File: config.mk
export PLATFORM = sky130hd
export DESIGN_NAME = link_rx_top
export DESIGN_NICKNAME = d
export VERILOG_FILES = /design/src/link_rx_pkg.sv /design/src/msg_stream_if.sv /design/src/link_rx_top.sv /design/src/msg_merge.sv /design/src/block_dequeue.sv
export SDC_FILE = /design/constraint.sdc
export NUM_CORES = 1
export LEC_CHECK = 0
export ABC_AREA = 1
export BUFFER_PORTS_ARGS = -buffer_cell sky130_fd_sc_hd__buf_4
export CAP_MARGIN = 10
export CORE_MARGIN = 2
export CORE_UTILIZATION = 53
export CTS_BUF_LIST = sky130_fd_sc_hd__clkbuf_16
export DETAILED_ROUTE_END_ITERATION = 7
export HOLD_SLACK_MARGIN = 0.06
export MAX_ROUTING_LAYER = met4
export PLACE_DENSITY_LB_ADDON = 0.1
export SYNTH_ARGS = -nofsm -noshare
export SYNTH_HDL_FRONTEND = slang
export SYNTH_SLANG_ARGS = --single-unit
File: constraint.sdc
create_clock -name clk_i -period 3 [get_ports clk_i]
set_clock_uncertainty 0.05 [all_clocks]
set_input_delay 0.6 -clock clk_i [delete_from_list [all_inputs] [get_ports clk_i]]
set_output_delay 0.6 -clock clk_i [all_outputs]
set_load 0.05 [all_outputs]
File: src/link_rx_pkg.sv
/*
  Shared definitions of the two-channel link receiver:
  block geometry, channel numbers and derived widths
*/

package link_rx_pkg;

  ////////////////////
  // Block geometry
  ////////////////////

  // One block is seven payload bits above a start bit at bit 0
  localparam int BLOCK_SIZE = 8;

  // Position of the start bit inside a block
  localparam int START_BIT = 0;

  // Payload bits left in a block once the start bit is dropped
  localparam int PAYLOAD_BITS = BLOCK_SIZE - 1;

  // Default block counts per channel
  localparam int NUM_BLOCKS_A = 4;
  localparam int NUM_BLOCKS_B = 2;

  // Raw input word widths at the defaults
  localparam int WORD_WIDTH_A = NUM_BLOCKS_A * BLOCK_SIZE;
  localparam int WORD_WIDTH_B = NUM_BLOCKS_B * BLOCK_SIZE;

  ////////////////////
  // Message windows
  ////////////////////

  // Window width of each channel before zero extension
  localparam int MSG_WIDTH_A = NUM_BLOCKS_A * PAYLOAD_BITS;
  localparam int MSG_WIDTH_B = NUM_BLOCKS_B * PAYLOAD_BITS;

  // Width of the merged output window, B is zero-extended up to it
  localparam int MSG_WIDTH_MAX = NUM_BLOCKS_A * (BLOCK_SIZE - 1);

  ////////////////////
  // Channel numbers
  ////////////////////

  localparam int NUM_CHANNELS = 2;

  // 0 selects channel A, 1 selects channel B
  typedef logic chan_id_t;

  localparam chan_id_t CHAN_A = 1'b0;
  localparam chan_id_t CHAN_B = 1'b1;

endpackage
File: src/msg_stream_if.sv
/*
  Message stream bundle: valid/ready handshake, window data
  and the first-message flag, with source and sink views
*/

`timescale 1ns/10ps

interface msg_stream_if #(
  // Width of the message window
  parameter int DataWidth = 28
);

  // Source holds a message on offer
  logic                 valid;
  // Sink takes the message on this edge
  logic                 ready;
  // Start-aligned window, start bits already removed
  logic [DataWidth-1:0] data;
  // Set on the first message taken from an input word
  logic                 first;

  // Producer side, used by the dequeuer
  modport src (
    output valid,
    output data,
    output first,
    input  ready
  );

  // Consumer side, used by the merger
  modport dst (
    input  valid,
    input  data,
    input  first,
    output ready
  );

endinterface

File: src/link_rx_top.sv
/*
  Receive side of the two-channel link: one dequeuer per
  channel feeding a round-robin merger
*/

`timescale 1ns/10ps

module link_rx_top
  import link_rx_pkg::*;
#(
  parameter int BlockSize  = BLOCK_SIZE,
  parameter int NumBlocksA = NUM_BLOCKS_A,
  parameter int NumBlocksB = NUM_BLOCKS_B
) (
  input  logic                                        clk_i,
  input  logic                                        reset_i,
  // Channel A words
  input  logic                                        a_valid_i,
  output logic                                        a_ready_o,
  input  logic [NumBlocksA*BlockSize-1:0]             a_data_i,
  // Channel B words
  input  logic                                        b_valid_i,
  output logic                                        b_ready_o,
  input  logic [NumBlocksB*BlockSize-1:0]             b_data_i,
  // Merged messages
  output logic                                        out_valid_o,
  input  logic                                        out_ready_i,
  output logic [(NumBlocksA > NumBlocksB ? NumBlocksA : NumBlocksB)
                * (BlockSize-1)-1:0]                  out_data_o,
  output chan_id_t                                    out_chan_o,
  output logic                                        out_first_o
);

  // Window of the wider channel, the other one is zero-extended
  localparam int MaxBlocks = (NumBlocksA > NumBlocksB) ? NumBlocksA : NumBlocksB;
  localparam int MsgWidth  = MaxBlocks * (BlockSize - 1);

  // Raw word type of each channel
  localparam type word_a_t = logic [NumBlocksA*BlockSize-1:0];
  localparam type word_b_t = logic [NumBlocksB*BlockSize-1:0];

  msg_stream_if #(.DataWidth(MsgWidth)) msg_a ();
  msg_stream_if #(.DataWidth(MsgWidth)) msg_b ();

  ////////////////////
  // Dequeuers
  ////////////////////

  block_dequeue #(
    .data_i_t  (word_a_t),
    .BlockSize (BlockSize),
    .OutWidth  (MsgWidth)
  ) u_deq_a (
    .clk_i   (clk_i),
    .reset_i (reset_i),
    .valid_i (a_valid_i),
    .ready_o (a_ready_o),
    .data_i  (a_data_i),
    .msg_o   (msg_a.src)
  );

  block_dequeue #(
    .data_i_t  (word_b_t),
    .BlockSize (BlockSize),
    .OutWidth  (MsgWidth)
  ) u_deq_b (
    .clk_i   (clk_i),
    .reset_i (reset_i),
    .valid_i (b_valid_i),
    .ready_o (b_ready_o),
    .data_i  (b_data_i),
    .msg_o   (msg_b.src)
  );

  ////////////////////
  // Merger
  ////////////////////

  msg_merge #(
    .DataWidth (MsgWidth)
  ) u_merge (
    .clk_i       (clk_i),
    .reset_i     (reset_i),
    .in_a        (msg_a.dst),
    .in_b        (msg_b.dst),
    .out_valid_o (out_valid_o),
    .out_ready_i (out_ready_i),
    .out_data_o  (out_data_o),
    .out_chan_o  (out_chan_o),
    .out_first_o (out_first_o)
  );

endmodule

File: src/msg_merge.sv
/*
  Round-robin merger of two message streams into one
  registered output stream tagged with its channel number
*/

`timescale 1ns/10ps

module msg_merge
  import link_rx_pkg::*;
#(
  parameter int DataWidth = 28
) (
  input  logic                 clk_i,
  input  logic                 reset_i,
  // Dequeued streams of channel A and B
  msg_stream_if.dst            in_a,
  msg_stream_if.dst            in_b,
  // Merged output stream
  output logic                 out_valid_o,
  input  logic                 out_ready_i,
  output logic [DataWidth-1:0] out_data_o,
  output chan_id_t             out_chan_o,
  output logic                 out_first_o
);

  logic                 out_valid_q;
  logic [DataWidth-1:0] out_data_q;
  chan_id_t             out_chan_q;
  logic                 out_first_q;

  // Channel that wins a tie
  chan_id_t             rr_q;

  logic                 can_load;
  logic                 grant_a;
  logic                 grant_b;

  ////////////////////
  // Arbitration
  ////////////////////

  // Register free or being emptied this cycle
  assign can_load = ~out_valid_q | out_ready_i;

  // A lone request always wins, a tie goes to the pointer
  assign grant_a = can_load & in_a.valid & (~in_b.valid | (rr_q == CHAN_A));
  assign grant_b = can_load & in_b.valid & (~in_a.valid | (rr_q == CHAN_B));

  // Loser just sees ready low and keeps its message
  assign in_a.ready = grant_a;
  assign in_b.ready = grant_b;

  always_ff @(posedge clk_i) begin
    if (reset_i) begin
      rr_q <= CHAN_A;
    end else if (grant_a) begin
      rr_q <= CHAN_B;
    end else if (grant_b) begin
      rr_q <= CHAN_A;
    end
  end

  ////////////////////
  // Output register
  ////////////////////

  always_ff @(posedge clk_i) begin
    if (reset_i) begin
      out_valid_q <= 1'b0;
    end else if (can_load) begin
      out_valid_q <= grant_a | grant_b;
    end
  end

  // Payload needs no reset, it is qualified by valid
  always_ff @(posedge clk_i) begin
    if (grant_a) begin
      out_data_q  <= in_a.data;
      out_first_q <= in_a.first;
      out_chan_q  <= CHAN_A;
    end else if (grant_b) begin
      out_data_q  <= in_b.data;
      out_first_q <= in_b.first;
      out_chan_q  <= CHAN_B;
    end
  end

  assign out_valid_o = out_valid_q;
  assign out_data_o  = out_data_q;
  assign out_chan_o  = out_chan_q;
  assign out_first_o = out_first_q;

  ////////////////////
  // Assertions
  ////////////////////

  // At most one dequeuer hands over a message per cycle
  a_one_grant: assert property (@(posedge clk_i) disable iff (reset_i)
    !(in_a.ready && in_b.ready));

  // A stalled output keeps its message unchanged
  a_out_hold: assert property (@(posedge clk_i) disable iff (reset_i)
    out_valid_o && !out_ready_i |=> out_valid_o && $stable(out_data_o)
      && $stable(out_chan_o) && $stable(out_first_o));

endmodule

File: src/block_dequeue.sv
/*
  Block dequeuer for one channel: loads a word of start-bit
  interleaved blocks, shifts it down one block per cycle and
  offers a start-aligned message window per start bit
*/

`timescale 1ns/10ps

////////////////////
// Word layout
////////////////////
//
//  |ppppppp s|ppppppp s| ... |ppppppp s|
//   block N-1             ...   block 0
//
//  p = payload, s = start bit of a message
//  Block 0 is the lowest byte and reaches the front first

module block_dequeue #(
  // Raw input word of the channel
  parameter type data_i_t  = logic [15:0],
  parameter int  BlockSize = 8,
  // Width of the window handed to the merger
  parameter int  OutWidth  = 14
) (
  input  logic    clk_i,
  input  logic    reset_i,
  // Word input
  input  logic    valid_i,
  output logic    ready_o,
  input  data_i_t data_i,
  // Message output
  msg_stream_if.src msg_o
);

  localparam int NumBlocks = $bits(data_i_t) / BlockSize;
  localparam int WinWidth  = NumBlocks * (BlockSize - 1);
  localparam int IdxWidth  = $clog2(NumBlocks);

  typedef logic [NumBlocks-1:0][BlockSize-1:0] blocks_t;

  // Block register, payload only so no reset
  blocks_t blk_q, blk_d;
  // Control state
  logic                full_q, full_d;
  logic [IdxWidth-1:0] idx_q, idx_d;
  logic                first_q, first_d;

  logic                front_start;
  logic                last;
  logic                stall;
  logic                xfer;
  logic                load;
  logic                shift;
  logic [WinWidth-1:0] win;

  ////////////////////
  // Handshake
  ////////////////////

  // Front block opens a message
  assign front_start = blk_q[0][0];
  assign last        = (idx_q == IdxWidth'(NumBlocks - 1));

  assign msg_o.valid = full_q & front_start;
  assign msg_o.first = first_q;

  assign xfer  = msg_o.valid & msg_o.ready;
  assign stall = msg_o.valid & ~msg_o.ready;

  // Accept when empty, or when the last block leaves this cycle
  assign ready_o = ~full_q | (last & (~front_start | msg_o.ready));
  assign load    = valid_i & ready_o;

  // Move forward unless the window is held or nothing is behind it
  assign shift = full_q & ~stall & ~last;

  ////////////////////
  // Block register
  ////////////////////

  always_comb begin
    blk_d = blk_q;
    if (load) begin
      blk_d = blocks_t'(data_i);
    end else if (shift) begin
      // Drop the front block, zero enters at the top
      blk_d = blocks_t'({BlockSize'(0), blk_q[NumBlocks-1:1]});
    end
  end

  always_comb begin
    full_d  = full_q;
    idx_d   = idx_q;
    first_d = first_q;
    // Register empties after the last block unless a new word arrives
    if (ready_o) begin
      full_d = valid_i;
    end
    if (shift) begin
      idx_d = idx_q + 1'b1;
    end
    if (xfer) begin
      first_d = 1'b0;
    end
    // A fresh word restarts counting and rearms the first flag
    if (load) begin
      idx_d   = '0;
      first_d = 1'b1;
    end
  end

  always_ff @(posedge clk_i) begin
    blk_q <= blk_d;
  end

  always_ff @(posedge clk_i) begin
    if (reset_i) begin
      full_q  <= 1'b0;
      idx_q   <= '0;
      first_q <= 1'b0;
    end else begin
      full_q  <= full_d;
      idx_q   <= idx_d;
      first_q <= first_d;
    end
  end

  ////////////////////
  // Window
  ////////////////////

  // Strip the start bit of every block and pack the payloads
  always_comb begin
    for (int i = 0; i < NumBlocks; i++) begin
      win[i*(BlockSize-1) +: (BlockSize-1)] = blk_q[i][BlockSize-1:1];
    end
  end

  // Zero-extend to the shared output width
  assign msg_o.data = OutWidth'(win);

  ////////////////////
  // Assertions
  ////////////////////

  // Shifting needs at least two blocks in a whole word
  a_block_count: assert property (@(posedge clk_i)
    (NumBlocks >= 2) && ($bits(data_i_t) == NumBlocks * BlockSize));

  // An offered window stays put until the merger takes it
  a_valid_hold: assert property (@(posedge clk_i) disable iff (reset_i)
    msg_o.valid && !msg_o.ready |=> msg_o.valid && $stable(msg_o.data)
      && $stable(msg_o.first));

  // Counter stays within the word
  a_idx_range: assert property (@(posedge clk_i) disable iff (reset_i)
    full_q |-> idx_q <= IdxWidth'(NumBlocks - 1));

endmodule

Word level (Yosys, flattened, before mapping)
Cells that the tools add are included.

Flip-flop bits (word level): 87. Output and inout port bits: 33.

Muxes and demuxes: 14. Equal/unequal tests: 1. Bitwise gates (word level): 40. Reductions and logical operators: 7. Add/sub/neg operators: 2.

Operator list (number): 32-bit two-way mux (2); 28-bit two-way mux (2); 16-bit two-way mux (2); 1-bit AND (18); 1-bit inverter (14); 2-bit nonzero test (5); 1-bit two-way mux (8); 1-bit bitwise OR (8); 2-bit OR reduction (2); 2-bit by 1-bit adder with 2-bit output, second input constant (1); 2-bit equality test, second input constant (1); 1-bit adder, second input constant (1).

Logic depth before layout (Yosys ltp)
Word-level depth: 11. Gate-level depth with buffers: 8. Depth with buffers taken out: 7.

Hierarchy
A second synthesis with hierarchy kept.

Cell total of the unflattened synthesis: 440. Area, all modules: 4291.6 um^2.

By module, submodules not included: block_dequeue (u_deq_a) (cells each 184, instances 1, area each 1795.5 um^2); msg_merge (cells each 146, instances 1, area each 1421.4 um^2); block_dequeue (u_deq_b) (cells each 110, instances 1, area each 1074.8 um^2).

Worst setup path after synthesis
Ideal clock, no wire load.

Kind: input -> register. Start point: in out_ready_i. End point: reg u_deq_a.blk_q[0] in the netlist's numbering (enable). Slack: 0.559 ns. Data required time: 2.561 ns. Setup time: 0.389 ns. Arrival: 2.001 ns. Stages: 8. Buffers on the path: 2. Cell sequence: inv_1 nand2_2 nand3_4 nand2_2 nand3_4 buf_6 buf_6 nand2_1.

Cells in the longest elaborated chain, start to end: 9.

Ends and longest elaborated chain: start, declared (line link_rx_top.sv:27) `input logic out_ready_i,`; 1-bit bitwise OR (*) (line msg_merge.sv:43) `assign can_load = ~out_valid_q | out_ready_i;`; 1-bit AND (*) (2 in series) (line msg_merge.sv:46) `assign grant_a = can_load & in_a.valid & (~in_b.valid | (rr_q == CHAN_A));`; 1-bit inverter (line block_dequeue.sv:69) `assign stall = msg_o.valid & ~msg_o.ready;`; 1-bit AND (line block_dequeue.sv:69); 1-bit inverter (line block_dequeue.sv:76) `assign shift = full_q & ~stall & ~last;`; 1-bit AND (2 in series) (line block_dequeue.sv:76); 2-bit nonzero test (no line) (*); end signal, assigned (line block_dequeue.sv:114) `blk_q <= blk_d;`; end, declared (line block_dequeue.sv:43) `blocks_t blk_q, blk_d;`.

Every way passes the cells marked *; elsewhere a longest branch is shown, timed or not. A chain may end at the register's enable or synchronous reset.

Worst setup path in the final report
Start point: reg u_deq_a.blk_q[0] in the netlist's numbering. End point: out b_ready_o.

Cells in the longest elaborated chain, start to end: 7.

Ends and longest elaborated chain: 1-bit AND (line block_dequeue.sv:65) `assign msg_o.valid = full_q & front_start;`; 1-bit inverter (line msg_merge.sv:47) `assign grant_b = can_load & in_b.valid & (~in_a.valid | (rr_q == CHAN_B));`; 1-bit bitwise OR (line msg_merge.sv:47); 1-bit AND (line msg_merge.sv:47); 1-bit bitwise OR (line block_dequeue.sv:72) `assign ready_o = ~full_q | (last & (~front_start | msg_o.ready));`; 1-bit AND (line block_dequeue.sv:72); 1-bit bitwise OR (line block_dequeue.sv:72); end, declared (line link_rx_top.sv:23) `output logic b_ready_o,`.

No other way between the ends.

==> reports/qor_table.md <==
| Quantity | This run |
|---|---|
| Result of the run | completed |
| Buffer count from post-CTS setup fixing | 0 |
| Detailed Route WL | 6.62 mm |
| Post-route worst setup slack | 935 ps |
| CTS tree | built |
| FP Rows | 30 |
| Latest clock arrival within the worst-skew pair | 330 ps |
| Transition at the pin with the smallest max-transition slack | 674 ps |
| Path category of the worst min-delay check | in2reg |
| Type of the setup path with the least slack | reg2out |
| Number of buffer cells added on primary ports | 85 |
| Antenna cell count | 0 |
| Average wire per standard cell | 12.5 um |
| Launching element type of the critical path | flop |
| Number of max-capacitance violations reported | 0 |
| Minimum period implied by the final worst setup slack | 2070 ps |
| Number of global-route vias before repair | 2384 |
| Number of nets with antenna violations after detailed routing | 0 |
| Final setup violating endpoints | 0 |
| Synth unique cells | 22 |
| I/O Pins | 86 |
| Max-slew violation count | 0 |
| Routed vias/inst | 4.80 |
| RePlAce Congestion | 0.827 |
| GRT Overall Usage | 19.0% |
| Router iterations before antenna repair | 4 |
| Die Span X | 87.5 um |
| Register area share after synthesis | 68.0% |
| Gate count after technology mapping | 356 |
| H-tree depth reported by CTS | 3 |
| Share of the cycle needed by the critical path after routing | 68.8% |
| Detailed Place HPWL | 4.52 mm |
| Post-synthesis sequential element count | 87 |
| Final hold violations | 0 |
| FMAX | 484 MHz |
| Kind of end point of the critical path | output pin |
| Data arrival time at the worst-slack endpoint | 1420 ps |
| Resized Gates After CTS | 0 |
| Hold buffer count at cts | 0 |
| Antenna violations before repair | 0 |
| Vias post-DR | 2534 |
| Number of buffers between clock root and the deepest sink | 2 |
| Core Footprint | 0.00676 sq mm |
| Overall die area | 0.00766 sq mm |
| Share of layout cells above drive strength 1 | 25.7% |
| Number of nets at the end of the flow | 499 |
| Sink Count | 87 |
| Master cell of the clock root buffer | clkbuf_16 |
| Initial core utilization | 54.7% |
| Worst VDD drop | 0.000477 V |
| Net count after synthesis | 410 |
| Drc violations | 0 |
| Setup repair after global routing missed its margin | false |
| Required time reported for the critical path endpoint | 2350 ps |
| Clock input transition at the sequential cells of the worst setup and hold paths | 60 ps |
| Violation count after the first detailed-routing iteration | 149 |
| Sum of negative setup slack | 0 ps |
| Growth of design area from synthesis to finish | 27.6% |
| Number of buffers inserted during clock tree synthesis | 9 |
| End-of-flow core utilization | 69.8% |
| Cell leakage power | 2.26 nW |
| Place WS | 843 ps |
| Critical path fanouts, max | 4 |
| Area of the mapped netlist | 0.00369 sq mm |
| First-pass GRT wire length | 10.5 mm |
| Count of warnings emitted by yosys | 0 |
| Average cell area after synthesis | 10.4 sq um |
| Pin count of the biggest net entering global routing | 37 |
| DIE HEIGHT | 87.5 um |
| Global route total overflow | 0 |
| Worst relative slew slack | 54.9% |
| Pwr dens | 744 mW/mm^2 |
## report_power, final
group	total, mW	internal, mW	leakage [nW]	switching [mW]
combinational	0.670	0.208	1.25	0.462
sequential	1.63	1.56	0.847	0.0721
clock	1.21	0.799	0.159	0.410
total	3.51	2.56	2.26	0.945
## layer usage
layer	global-route usage, %	vias up	wire length (um)
met4	8.53	0	78
li1	-	1298	-
met2	30.9	77	3380
met1	22.7	1151	2790
met5	-	-	0
met3	4.17	8	371
## state kept, by name, indices dropped and copies added, names as in the netlist
signal / cells
u_deq_a.idx_q: 2
u_deq_a.msg_o.data: 28
u_deq_b.idx_q: 1
u_merge.out_chan_o: 1
u_deq_a.msg_o.first: 1
u_deq_b.msg_o.data: 14
u_merge.out_first_o: 1
u_merge.rr_q: 1
u_deq_b.full_q: 1
u_deq_b.blk_q: 2
u_deq_a.blk_q: 4
u_deq_a.full_q: 1
u_merge.out_data_o: 28
u_merge.out_valid_o: 1
u_deq_b.msg_o.first: 1
## per-stage QoR
step	cell area (sq um)	instances	hold slack [ps]	power, mW
5_1_grt	4710	528	400	3.67
2_1_floorplan	3690	356	389	2.10
6_report	4710	528	406	3.51
3_5_place_dp	4390	514	409	2.33
4_1_cts	4710	528	399	3.54
3_3_place_gp	4390	514	402	2.31
## final timing paths
path / end / slack, ps / cells after the start / startpoint
worst max-delay path: b_ready_o / 930 / 6 / u_deq_a.blk_q[0]$_DFFE_PP_
worst min-delay path: u_deq_a.msg_o.first$_SDFFE_PP0P_ / 410 / 2 / reset_i
worst max register to register: u_deq_a.msg_o.data[1]$_DFFE_PP_ / 1120 / 6 / u_deq_b.blk_q[0]$_DFFE_PP_
worst min register to register: u_deq_b.msg_o.first$_SDFFE_PP0P_ / 410 / 2 / u_deq_b.msg_o.first$_SDFFE_PP0P_
## cell usage in the layout, fill, tap and decap left out, types with 2 or more instances in the layout
cell        n
nor2_1     32
buf_4      90
nand2_2     2
o21ai_2     5
inv_1      76
o21ai_0    27
nand3_1     4
dfxtp_1    10
o21ai_1     4
clkbuf_16   9
bufinv_16   3
edfxtp_1   77
a21oi_1     6
nand2_1    93
nand3_4     2
## critical path, cell delays in order, from the launching register on
cell      delay [ps]
edfxtp_1         370
nand2_1          130
nor2_1            60
o21ai_2          190
nand2_1           90
inv_1             60
buf_4            190
## cell type report
type | instances | area (sq um)
Clock buffer | 9 | 225
Clock inverter | 5 | 98.8
Fill cell | 510 | 2040
Inverter | 77 | 289
Multi-Input combinational cell | 180 | 812
Sequential cell | 87 | 2510
Tap cell | 80 | 100
Timing Repair Buffer | 90 | 676
## synthesized netlist by cell type
master,instances,area share (%)
nand2_1,93,9.4
edfxtp_1,77,63
inv_1,76,7.7
nor2_1,32,3.3
o21ai_0,27,3.7
dfxtp_1,10,5.4
a21oi_1,6,0.81
o21ai_2,5,1.2
buf_6,4,1.2
nand3_1,4,0.54
o21ai_1,4,0.54
buf_2,3,0.41
clkbuf_1,3,0.30
clkbuf_2,2,0.27
nand2_2,2,0.34
nand3_4,2,0.95
a21oi_2,1,0.24
ha_1,1,0.34
inv_2,1,0.10
nand3_2,1,0.27
nand3b_1,1,0.20
o211ai_1,1,0.20
## kinds of logic (layout without fill, tap and decap cells)
family / after synthesis / count (layout) / synth area share (%)
fa+ha+maj: 1 / 1 / 0.339
buf+inv: 89 / 181 / 10.0
flops: 87 / 87 / 68.0
compound gates: 44 / 44 / 6.64
simple gates: 135 / 135 / 15.0
Power figures use the tool's default switching activity.
